File: src/wbi_bus_pkg.sv
package wbi_bus_pkg;

  // ----------------------------
  // Bus widths
  // ----------------------------

  // Data and address follow the 32-bit Wishbone data bus
  localparam int WBI_DATA_W = 32;
  localparam int WBI_ADDR_W = 32;

  // One select bit per data byte
  localparam int WBI_SEL_W  = WBI_DATA_W / 8;

  // Wide enough to name every slave
  localparam int WBI_TID_W  = 2;

  // ----------------------------
  // Port counts
  // ----------------------------

  // m0 external host, m1 instruction port, m2 data port
  localparam int WBI_NUM_MST = 3;

  // s0 flash and SPI, s1 SDRAM, s2 global registers, s3 UART
  localparam int WBI_NUM_SLV = 4;

  // Request as it travels from master to slave
  typedef struct packed {
    logic [WBI_DATA_W-1:0] dat;
    logic [WBI_ADDR_W-1:0] adr;
    logic [WBI_SEL_W-1:0]  sel;
    logic                  we;
    logic                  cyc;
    logic                  stb;
    logic [WBI_TID_W-1:0]  tid;   // target slave
  } wbi_req_t;

  // Response from slave, read data plus ack
  typedef struct packed {
    logic [WBI_DATA_W-1:0] dat;
    logic                  ack;
  } wbi_rsp_t;

endpackage

File: src/wbi_map_pkg.sv
package wbi_map_pkg;

  // ----------------------------
  // Address slices
  // ----------------------------

  // Region nibble sits in bits 31..28
  localparam int MAP_REGION_HI = wbi_bus_pkg::WBI_ADDR_W - 1;
  localparam int MAP_REGION_LO = MAP_REGION_HI - 3;

  // Page is the upper half-word, bits 31..16
  localparam int MAP_PAGE_LO   = MAP_REGION_HI - 15;

  // Byte offset bits inside one data word
  localparam int MAP_WORD_LSB  = 2;

  // ----------------------------
  // Memory map
  // ----------------------------

  // Regions 0 and 1 hold flash and SPI registers and need no constant
  localparam logic [3:0]  MAP_SDRAM_REGION = 4'h2;
  localparam logic [15:0] MAP_GLBL_PAGE    = 16'h3000;
  localparam logic [15:0] MAP_UART_PAGE    = 16'h3001;

  // Target ids, equal to the slave port index
  localparam logic [wbi_bus_pkg::WBI_TID_W-1:0] TID_FLASH = 2'd0;
  localparam logic [wbi_bus_pkg::WBI_TID_W-1:0] TID_SDRAM = 2'd1;
  localparam logic [wbi_bus_pkg::WBI_TID_W-1:0] TID_GLBL  = 2'd2;
  localparam logic [wbi_bus_pkg::WBI_TID_W-1:0] TID_UART  = 2'd3;

  // Global registers and UART decode only the low byte
  localparam int SLV_REG_ADDR_W = 8;

endpackage

File: src/wbi_req_if.sv
`timescale 1ns/10ps

interface wbi_req_if;

  import wbi_bus_pkg::*;

  // Request side, one entry per master
  logic [WBI_NUM_MST-1:0][WBI_ADDR_W-1:0] adr;
  logic [WBI_NUM_MST-1:0][WBI_DATA_W-1:0] dat;
  logic [WBI_NUM_MST-1:0][WBI_SEL_W-1:0]  sel;
  logic [WBI_NUM_MST-1:0]                 we;
  logic [WBI_NUM_MST-1:0]                 cyc;
  logic [WBI_NUM_MST-1:0]                 stb;

  // Return side, driven by the staging stage
  logic [WBI_NUM_MST-1:0]                 ack;
  logic [WBI_NUM_MST-1:0][WBI_DATA_W-1:0] rdat;

  // Top level master ports
  modport src (
    output adr, dat, sel, we, cyc, stb,
    input  ack, rdat
  );

  // Arbiter only needs to see what is still pending
  modport arb (
    input stb, ack
  );

  // Decoder looks at addresses only
  modport dec (
    input adr
  );

  // Staging crossbar
  modport xbar (
    input  adr, dat, sel, we, cyc, stb,
    output ack, rdat
  );

endinterface

File: src/wbi_rr_arbiter.sv
`timescale 1ns/10ps

module wbi_rr_arbiter (
  input  logic                              clk_i,
  input  logic                              rst_n_i,
  wbi_req_if.arb                            req_if,
  output logic [wbi_bus_pkg::WBI_TID_W-1:0] gnt_o
);

  import wbi_bus_pkg::*;

  // One pending bit per master
  logic [WBI_NUM_MST-1:0] req;

  // Current owner and its successor
  logic [WBI_TID_W-1:0]   gnt_q;
  logic [WBI_TID_W-1:0]   gnt_nxt;

  // ----------------------------
  // Pending requests
  // ----------------------------

  // A strobe counts until its ack comes back
  // so the owner lets go in its ack cycle
  assign req = req_if.stb & ~req_if.ack;

  // ----------------------------
  // Round-robin pick
  // ----------------------------

  always_comb begin : rr_pick
    int idx;
    gnt_nxt = gnt_q;
    idx     = 0;
    // Owner keeps the bus while it is still pending
    if (!req[gnt_q]) begin
      // Walk backwards so the nearest master after the owner wins
      for (int k = WBI_NUM_MST; k >= 1; k--) begin
        idx = (int'(gnt_q) + k) % WBI_NUM_MST;
        if (req[idx]) begin
          gnt_nxt = WBI_TID_W'(idx);
        end
      end
    end
  end

  // Grant register, m0 owns the bus out of reset
  always_ff @(posedge clk_i) begin
    if (!rst_n_i) begin
      gnt_q <= '0;
    end else begin
      gnt_q <= gnt_nxt;
    end
  end

  assign gnt_o = gnt_q;

endmodule

File: src/wbi_target_decode.sv
`timescale 1ns/10ps

module wbi_target_decode (
  wbi_req_if.dec req_if,
  output logic [wbi_bus_pkg::WBI_NUM_MST-1:0][wbi_bus_pkg::WBI_TID_W-1:0] tid_o
);

  import wbi_bus_pkg::*;
  import wbi_map_pkg::*;

  // Address fields per master
  logic [WBI_NUM_MST-1:0][MAP_REGION_HI-MAP_REGION_LO:0] region;
  logic [WBI_NUM_MST-1:0][MAP_REGION_HI-MAP_PAGE_LO:0]   page;

  // ----------------------------
  // Memory map compare
  // ----------------------------

  always_comb begin
    for (int m = 0; m < WBI_NUM_MST; m++) begin
      region[m] = req_if.adr[m][MAP_REGION_HI:MAP_REGION_LO];
      page[m]   = req_if.adr[m][MAP_REGION_HI:MAP_PAGE_LO];

      // SDRAM owns a whole region
      if (region[m] == MAP_SDRAM_REGION) begin
        tid_o[m] = TID_SDRAM;
      end else if (page[m] == MAP_GLBL_PAGE) begin
        tid_o[m] = TID_GLBL;
      end else if (page[m] == MAP_UART_PAGE) begin
        tid_o[m] = TID_UART;
      end else begin
        // Regions 0 and 1 land here, so does anything unmapped
        tid_o[m] = TID_FLASH;
      end
    end
  end

endmodule

File: src/wbi_stage_xbar.sv
`timescale 1ns/10ps

module wbi_stage_xbar (
  input  logic                  clk_i,
  input  logic                  rst_n_i,
  wbi_req_if.xbar               req_if,
  input  logic [wbi_bus_pkg::WBI_TID_W-1:0]                               gnt_i,
  input  logic [wbi_bus_pkg::WBI_NUM_MST-1:0][wbi_bus_pkg::WBI_TID_W-1:0] tid_i,
  output wbi_bus_pkg::wbi_req_t slv_req_o [wbi_bus_pkg::WBI_NUM_SLV],
  input  wbi_bus_pkg::wbi_rsp_t slv_rsp_i [wbi_bus_pkg::WBI_NUM_SLV]
);

  import wbi_bus_pkg::*;
  import wbi_map_pkg::*;

  // Granted master, address already word aligned
  wbi_req_t mst_req;

  // Staged payload and the request the slaves actually see
  wbi_req_t stg_q;
  wbi_req_t stg_req;

  // Staged control
  logic                 stg_cyc_q;
  logic                 stg_stb_q;
  logic [WBI_TID_W-1:0] stg_tid_q;

  // Response of the addressed slave
  wbi_rsp_t slv_rsp;

  // Registered return path to the masters
  logic                  mst_ack_q;
  logic [WBI_DATA_W-1:0] mst_dat_q;

  // Load a new request into the stage
  logic take;

  // Addressed slave acks the staged strobe
  logic done;

  // ----------------------------
  // Master side mux
  // ----------------------------

  always_comb begin
    mst_req.dat = req_if.dat[gnt_i];
    // Drop the byte offset
    mst_req.adr = {req_if.adr[gnt_i][WBI_ADDR_W-1:MAP_WORD_LSB], {MAP_WORD_LSB{1'b0}}};
    mst_req.sel = req_if.sel[gnt_i];
    mst_req.we  = req_if.we[gnt_i];
    mst_req.cyc = req_if.cyc[gnt_i];
    mst_req.stb = req_if.stb[gnt_i];
    mst_req.tid = tid_i[gnt_i];
  end

  // Stage empty and no ack on its way back
  // The ack cycle still shows the old strobe, so that one is skipped
  assign take = mst_req.cyc & mst_req.stb & ~stg_stb_q & ~mst_ack_q;

  assign slv_rsp = slv_rsp_i[stg_tid_q];
  assign done    = stg_stb_q & slv_rsp.ack;

  // ----------------------------
  // Staging registers
  // ----------------------------

  // Control part, cleared by reset
  always_ff @(posedge clk_i) begin
    if (!rst_n_i) begin
      stg_cyc_q <= 1'b0;
      stg_stb_q <= 1'b0;
      stg_tid_q <= '0;
      mst_ack_q <= 1'b0;
    end else begin
      // Ack to the master is a single pulse
      mst_ack_q <= 1'b0;
      if (take) begin
        stg_cyc_q <= 1'b1;
        stg_stb_q <= 1'b1;
        stg_tid_q <= mst_req.tid;
      end else if (done) begin
        // Strobe drops together with the master ack
        stg_cyc_q <= 1'b0;
        stg_stb_q <= 1'b0;
        mst_ack_q <= 1'b1;
      end
    end
  end

  // Payload part, held steady until the slave acks
  always_ff @(posedge clk_i) begin
    if (take) begin
      stg_q <= mst_req;
    end
    if (done) begin
      mst_dat_q <= slv_rsp.dat;
    end
  end

  // Staged request with live control bits
  always_comb begin
    stg_req     = stg_q;
    stg_req.cyc = stg_cyc_q;
    stg_req.stb = stg_stb_q;
    stg_req.tid = stg_tid_q;
  end

  // ----------------------------
  // Slave and master routing
  // ----------------------------

  // Only the addressed slave gets the request, the rest see zeros
  always_comb begin
    for (int s = 0; s < WBI_NUM_SLV; s++) begin
      if (stg_tid_q == WBI_TID_W'(s)) begin
        slv_req_o[s] = stg_req;
      end else begin
        slv_req_o[s] = '0;
      end
    end
  end

  // Grant still points at the owner during its ack cycle
  always_comb begin
    for (int m = 0; m < WBI_NUM_MST; m++) begin
      if (mst_ack_q && (gnt_i == WBI_TID_W'(m))) begin
        req_if.ack[m]  = 1'b1;
        req_if.rdat[m] = mst_dat_q;
      end else begin
        req_if.ack[m]  = 1'b0;
        req_if.rdat[m] = '0;
      end
    end
  end

endmodule

File: src/wb_interconnect.sv
`timescale 1ns/10ps

module wb_interconnect (
  input  logic                                     clk_i,
  input  logic                                     rst_n_i,

  // m0 external host
  input  logic [wbi_bus_pkg::WBI_DATA_W-1:0]       m0_wbd_dat_i,
  input  logic [wbi_bus_pkg::WBI_ADDR_W-1:0]       m0_wbd_adr_i,
  input  logic [wbi_bus_pkg::WBI_SEL_W-1:0]        m0_wbd_sel_i,
  input  logic                                     m0_wbd_we_i,
  input  logic                                     m0_wbd_cyc_i,
  input  logic                                     m0_wbd_stb_i,
  output logic [wbi_bus_pkg::WBI_DATA_W-1:0]       m0_wbd_dat_o,
  output logic                                     m0_wbd_ack_o,

  // m1 instruction port
  input  logic [wbi_bus_pkg::WBI_DATA_W-1:0]       m1_wbd_dat_i,
  input  logic [wbi_bus_pkg::WBI_ADDR_W-1:0]       m1_wbd_adr_i,
  input  logic [wbi_bus_pkg::WBI_SEL_W-1:0]        m1_wbd_sel_i,
  input  logic                                     m1_wbd_we_i,
  input  logic                                     m1_wbd_cyc_i,
  input  logic                                     m1_wbd_stb_i,
  output logic [wbi_bus_pkg::WBI_DATA_W-1:0]       m1_wbd_dat_o,
  output logic                                     m1_wbd_ack_o,

  // m2 data port
  input  logic [wbi_bus_pkg::WBI_DATA_W-1:0]       m2_wbd_dat_i,
  input  logic [wbi_bus_pkg::WBI_ADDR_W-1:0]       m2_wbd_adr_i,
  input  logic [wbi_bus_pkg::WBI_SEL_W-1:0]        m2_wbd_sel_i,
  input  logic                                     m2_wbd_we_i,
  input  logic                                     m2_wbd_cyc_i,
  input  logic                                     m2_wbd_stb_i,
  output logic [wbi_bus_pkg::WBI_DATA_W-1:0]       m2_wbd_dat_o,
  output logic                                     m2_wbd_ack_o,

  // s0 flash and SPI registers
  input  logic [wbi_bus_pkg::WBI_DATA_W-1:0]       s0_wbd_dat_i,
  input  logic                                     s0_wbd_ack_i,
  output logic [wbi_bus_pkg::WBI_DATA_W-1:0]       s0_wbd_dat_o,
  output logic [wbi_bus_pkg::WBI_ADDR_W-1:0]       s0_wbd_adr_o,
  output logic [wbi_bus_pkg::WBI_SEL_W-1:0]        s0_wbd_sel_o,
  output logic                                     s0_wbd_we_o,
  output logic                                     s0_wbd_cyc_o,
  output logic                                     s0_wbd_stb_o,

  // s1 SDRAM
  input  logic [wbi_bus_pkg::WBI_DATA_W-1:0]       s1_wbd_dat_i,
  input  logic                                     s1_wbd_ack_i,
  output logic [wbi_bus_pkg::WBI_DATA_W-1:0]       s1_wbd_dat_o,
  output logic [wbi_bus_pkg::WBI_ADDR_W-1:0]       s1_wbd_adr_o,
  output logic [wbi_bus_pkg::WBI_SEL_W-1:0]        s1_wbd_sel_o,
  output logic                                     s1_wbd_we_o,
  output logic                                     s1_wbd_cyc_o,
  output logic                                     s1_wbd_stb_o,

  // s2 global registers
  input  logic [wbi_bus_pkg::WBI_DATA_W-1:0]       s2_wbd_dat_i,
  input  logic                                     s2_wbd_ack_i,
  output logic [wbi_bus_pkg::WBI_DATA_W-1:0]       s2_wbd_dat_o,
  output logic [wbi_map_pkg::SLV_REG_ADDR_W-1:0]   s2_wbd_adr_o,
  output logic [wbi_bus_pkg::WBI_SEL_W-1:0]        s2_wbd_sel_o,
  output logic                                     s2_wbd_we_o,
  output logic                                     s2_wbd_cyc_o,
  output logic                                     s2_wbd_stb_o,

  // s3 UART
  input  logic [wbi_bus_pkg::WBI_DATA_W-1:0]       s3_wbd_dat_i,
  input  logic                                     s3_wbd_ack_i,
  output logic [wbi_bus_pkg::WBI_DATA_W-1:0]       s3_wbd_dat_o,
  output logic [wbi_map_pkg::SLV_REG_ADDR_W-1:0]   s3_wbd_adr_o,
  output logic [wbi_bus_pkg::WBI_SEL_W-1:0]        s3_wbd_sel_o,
  output logic                                     s3_wbd_we_o,
  output logic                                     s3_wbd_cyc_o,
  output logic                                     s3_wbd_stb_o
);

  import wbi_bus_pkg::*;
  import wbi_map_pkg::*;

  wbi_req_if u_req_if ();

  logic [WBI_TID_W-1:0]                  gnt;
  logic [WBI_NUM_MST-1:0][WBI_TID_W-1:0] tid;

  // Slave side of the staging stage, indexed by target id
  wbi_req_t slv_req [WBI_NUM_SLV];
  wbi_rsp_t slv_rsp [WBI_NUM_SLV];

  // ----------------------------
  // Master ports
  // ----------------------------

  // Highest master first so index matches master number
  assign u_req_if.dat = {m2_wbd_dat_i, m1_wbd_dat_i, m0_wbd_dat_i};
  assign u_req_if.adr = {m2_wbd_adr_i, m1_wbd_adr_i, m0_wbd_adr_i};
  assign u_req_if.sel = {m2_wbd_sel_i, m1_wbd_sel_i, m0_wbd_sel_i};
  assign u_req_if.we  = {m2_wbd_we_i, m1_wbd_we_i, m0_wbd_we_i};
  assign u_req_if.cyc = {m2_wbd_cyc_i, m1_wbd_cyc_i, m0_wbd_cyc_i};
  assign u_req_if.stb = {m2_wbd_stb_i, m1_wbd_stb_i, m0_wbd_stb_i};

  assign m0_wbd_dat_o = u_req_if.rdat[0];
  assign m0_wbd_ack_o = u_req_if.ack[0];
  assign m1_wbd_dat_o = u_req_if.rdat[1];
  assign m1_wbd_ack_o = u_req_if.ack[1];
  assign m2_wbd_dat_o = u_req_if.rdat[2];
  assign m2_wbd_ack_o = u_req_if.ack[2];

  // ----------------------------
  // Arbitration and decode
  // ----------------------------

  wbi_rr_arbiter u_arb (
    .clk_i   (clk_i),
    .rst_n_i (rst_n_i),
    .req_if  (u_req_if),
    .gnt_o   (gnt)
  );

  wbi_target_decode u_dec (
    .req_if (u_req_if),
    .tid_o  (tid)
  );

  // Mux, staging flops and slave routing
  wbi_stage_xbar u_xbar (
    .clk_i     (clk_i),
    .rst_n_i   (rst_n_i),
    .req_if    (u_req_if),
    .gnt_i     (gnt),
    .tid_i     (tid),
    .slv_req_o (slv_req),
    .slv_rsp_i (slv_rsp)
  );

  // ----------------------------
  // Slave ports
  // ----------------------------

  assign slv_rsp[TID_FLASH] = '{dat: s0_wbd_dat_i, ack: s0_wbd_ack_i};
  assign slv_rsp[TID_SDRAM] = '{dat: s1_wbd_dat_i, ack: s1_wbd_ack_i};
  assign slv_rsp[TID_GLBL]  = '{dat: s2_wbd_dat_i, ack: s2_wbd_ack_i};
  assign slv_rsp[TID_UART]  = '{dat: s3_wbd_dat_i, ack: s3_wbd_ack_i};

  // Flash takes the full address
  assign s0_wbd_dat_o = slv_req[TID_FLASH].dat;
  assign s0_wbd_adr_o = slv_req[TID_FLASH].adr;
  assign s0_wbd_sel_o = slv_req[TID_FLASH].sel;
  assign s0_wbd_we_o  = slv_req[TID_FLASH].we;
  assign s0_wbd_cyc_o = slv_req[TID_FLASH].cyc;
  assign s0_wbd_stb_o = slv_req[TID_FLASH].stb;

  // SDRAM sees an offset inside its region, region nibble cleared
  assign s1_wbd_dat_o = slv_req[TID_SDRAM].dat;
  assign s1_wbd_adr_o = {{(WBI_ADDR_W-MAP_REGION_LO){1'b0}},
                         slv_req[TID_SDRAM].adr[MAP_REGION_LO-1:0]};
  assign s1_wbd_sel_o = slv_req[TID_SDRAM].sel;
  assign s1_wbd_we_o  = slv_req[TID_SDRAM].we;
  assign s1_wbd_cyc_o = slv_req[TID_SDRAM].cyc;
  assign s1_wbd_stb_o = slv_req[TID_SDRAM].stb;

  // Register blocks only decode the low byte
  assign s2_wbd_dat_o = slv_req[TID_GLBL].dat;
  assign s2_wbd_adr_o = slv_req[TID_GLBL].adr[SLV_REG_ADDR_W-1:0];
  assign s2_wbd_sel_o = slv_req[TID_GLBL].sel;
  assign s2_wbd_we_o  = slv_req[TID_GLBL].we;
  assign s2_wbd_cyc_o = slv_req[TID_GLBL].cyc;
  assign s2_wbd_stb_o = slv_req[TID_GLBL].stb;

  assign s3_wbd_dat_o = slv_req[TID_UART].dat;
  assign s3_wbd_adr_o = slv_req[TID_UART].adr[SLV_REG_ADDR_W-1:0];
  assign s3_wbd_sel_o = slv_req[TID_UART].sel;
  assign s3_wbd_we_o  = slv_req[TID_UART].we;
  assign s3_wbd_cyc_o = slv_req[TID_UART].cyc;
  assign s3_wbd_stb_o = slv_req[TID_UART].stb;

endmodule

File: config.mk
export PLATFORM = sky130hd
export DESIGN_NAME = wb_interconnect
export DESIGN_NICKNAME = d
export VERILOG_FILES = /design/src/wbi_bus_pkg.sv /design/src/wbi_map_pkg.sv /design/src/wbi_req_if.sv /design/src/wbi_rr_arbiter.sv /design/src/wbi_target_decode.sv /design/src/wbi_stage_xbar.sv /design/src/wb_interconnect.sv
export SDC_FILE = /design/constraint.sdc
export NUM_CORES = 1
export LEC_CHECK = 0
export BUFFER_PORTS_ARGS = -buffer_cell sky130_fd_sc_hd__buf_2
export CORE_AREA = 4 4 263 265
export DETAILED_ROUTE_END_ITERATION = 6
export DIE_AREA = 0 0 267 269
export HOLD_SLACK_MARGIN = 0.1
export PLACE_DENSITY = 0.39
export SYNTH_ARGS = -nofsm -noshare
export SYNTH_HDL_FRONTEND = slang
export SYNTH_SLANG_ARGS = --single-unit
File: constraint.sdc
create_clock -name clk_i -period 4.9 [get_ports clk_i]
set_input_delay 0.245 -clock clk_i [delete_from_list [all_inputs] [get_ports clk_i]]
set_output_delay 0.245 -clock clk_i [all_outputs]
set_load 0.02 [all_outputs]
==> impl_results.md <==
* Asr flop ratio synth at 0
* Final period util at 0.6406
* GRT Util Overall at 0.1259
* WP data required at 4.66 ns
* HP Class: in -> reg
* Initial DRC Count at between 400 and 500
* Top cells by count, synth: and2_1, and3_1, edfxtp_1, nand2_1
* Power per cell area at about 420 mW/mm^2
* Nets@finish at 1,806
* Netlist cell types at 48
* Synthesis-stage register bit count at 105
* Crit path kind: reg -> out
* Status: complete, no violations
* Synth area leaders: edfxtp_1, and2_1, and3_1
* Clk_lat worst skew at 0.38 ns
* Mean Syn Cell Area at approximately 9.6 um^2
* Die Ht at approximately 270 um
* Cell Int Power at 2.816 mW
* Final instance area at 0.01273 mm^2
* Finished Layout Cells at 2,338
* Launching element type of the critical path: flop
* Die Wd at between 200 and 300 um
* Site Rows at 95
* Reg power frac at 0.307
* H-tree Lvls at 3
* # DRC at 0
* Synth warnings at 0
* RSZ-0062 raised after global routing: no
* Layout cell share with drive strength beyond 1 at 0.5058
* Syn Std Cell Area at 0.008139 mm^2
* Final setup viols at 0
* GRT overflow at 0
* Placed cell areas at 0.01232 mm^2
* Placer Congestion at just over 0.8
* Top cell family by delay on the critical path: simple AND/OR/NAND/NOR gates
* Max-Cap Viols at 0
* Top_reg_cell synth: edfxtp_1
* Register area at ~0.0031 mm^2
* DRT antenna net count at 0
* Slew @ Worst Pin at 1.182 ns
* Worst path cell trace: nor2b_4 -> buf_4 -> and2_1 -> buf_2
* IO Pins at 682
* Slew Limit Fails at 0
* DIE AREA at 0.07182 mm^2
* Core ar. at between 0.06 and 0.07 mm^2
* Footprint of the multi-input gates at 0.004662 mm^2
* Logic pwr share at 0.534
* Critical path peak fanout at 44
* WP data arrival at 2.89 ns
* CP max-delay cell: nor2b_4
* Endpoints failing hold at 0
* DR pass1 iterations at 5
* Period minus WS final at 3.139 ns
* Worst slew margin at 0.2122
* Detailed placement HPWL at 38.90 mm
* Sw frac at 0.4716
* Max Fclk at 0.3186 GHz
* CTS Buf Count at 9
* Vias per cell at between 3 and 4
* CTS tree: built
* CP Capture Type: primary output
* Max Buffers Root-to-Sink at 2
* Root Driver: clkbuf_16
* Wire per inst at about 21 um
* Setup TNS Final at 0 ns
* Top-count cell post-synth: and2_1
* Vias in the first global route at 9,068
* Fin Clk Skew at 0.01090 ns
* Mapped Cells at 849
* CTS resizes at 0
* Routed WL at 47.99 mm
* Number of port buffers at 663
* Starting Density at 0.1218
* Layout area overhead at 56.39%
* Leak Pwr at 6.327 nW
* Number of synthesized flops with an enable pin at 99
* Max incr delay on CP at 0.80 ns
* Cell taking the most area after synthesis: edfxtp_1
* Post-Place Cells at approximately 2,300
* CP bufs+invs at 2
* Clk slew on worst S/H paths at 0.08 ns
* Switching pwr at 2.514 mW
* Antenna violations before repair at 18
* Layout Utilization at 0.1905
* Number of fill cells at between 7,000 and 8,000
* First-pass GRT wire length at 65.05 mm
* Largest net degree at the start of global routing at 105
* Routed vias at 9,104
* Yosys top cell area share at 0.3653
* Sequential fraction of the synthesis area at 0.3800
* Clock Sinks at roughly 110
* Max VDD drop at 0.1814 mV
* Clk pwr share at 0.159
## layout make-up
type	instances	area share
Antenna cell	4	0.0007864
Clock buffer	11	0.01828
Clock inverter	5	0.006291
Inverter	5	0.001474
Multi-Input combinational cell	651	0.3663
Sequential cell	105	0.2443
Tap cell	873	0.08582
Timing Repair Buffer	684	0.2768
## power groups by stage
stage          logic, mW  registers [mW]  clock network [mW]
2_1_floorplan       1.92            1.41                   0
3_3_place_gp        2.88            1.66                   0
3_5_place_dp        2.89            1.66                   0
4_1_cts             2.90            1.65               0.907
5_1_grt             3.09            1.67               0.929
6_report            2.85            1.64               0.845
## path summary, 6_finish.rpt
path | startpoint | to | slack [ns] | depth (start not counted)
worst min register to register | u_arb.gnt_o[1] | u_arb.gnt_o[1] | 0.61 | 2
worst max register to register | u_arb.gnt_o[1] | u_arb.gnt_o[0] | 2.11 | 7
worst min-delay path | m2_wbd_adr_i[6] | u_xbar.stg_q[15] | 0.14 | 3
worst max-delay path | u_xbar.stg_tid_q[0] | s1_wbd_stb_o | 1.76 | 4
## sequential cells by signal, indices dropped and copies added (netlist names)
signal / flops
u_xbar.mst_dat_q: 32
u_xbar.stg_stb_q: 1
u_xbar.mst_ack_q: 1
u_xbar.stg_q: 67
u_arb.gnt_o: 2
u_xbar.stg_tid_q: 2
## layout by cell type (no fill, tap or decap), types with 10 or more instances in the layout
cell type and count:
o21ai_0 42, edfxtp_1 99, conb_1 12, buf_2 663, and2_1 178, and3_1 143
nand2_1 78, mux4_2 33, o21ai_1 31, mux2i_1 70, buf_4 10
## tightest hold or removal path, stage by stage
cell     delay (ns)
buf_2          0.07
nand2_1        0.04
o21ai_1        0.06
## layer usage
layer	global-route usage	vias to the layer above	share of wire
met4	0.04712	6	0.030
li1	-	4223	-
met5	0	-	0.00081
met2	0.2264	502	0.51
met3	0.03002	65	0.074
met1	0.1456	4308	0.39
## stage by stage
step | hold slack [ns] | power, mW | setup WS (ns)
floorplan | 0.3625 | 3.330 | 0.7189
global placement | 0.5285 | 4.536 | 2.109
detailed placement | 0.5246 | 4.553 | 2.052
CTS | 0.1001 | 5.458 | 1.596
global route | 0.1250 | 5.688 | 1.563
finish | 0.1447 | 5.330 | 1.761
## logic make-up after synthesis
family | count (synthesis) | share of synthesized area
and+or+nand+nor | 436 | 0.3130
DFF | 105 | 0.3800
buffers and inverters | 104 | 0.05703
muxes | 104 | 0.1788
AOI/OAI and AO/OA | 96 | 0.06610
adders and majority gates | 3 | 0.004612
other | 1 | 0.0004607
## repair_timing
item / in CTS / in global routing
buffers inserted: 0 / 0
endpoints found under the hold margin: 9 / 0
hold buffers: 9 / 0
No activity file was read; power rests on OpenSTA's default activity.
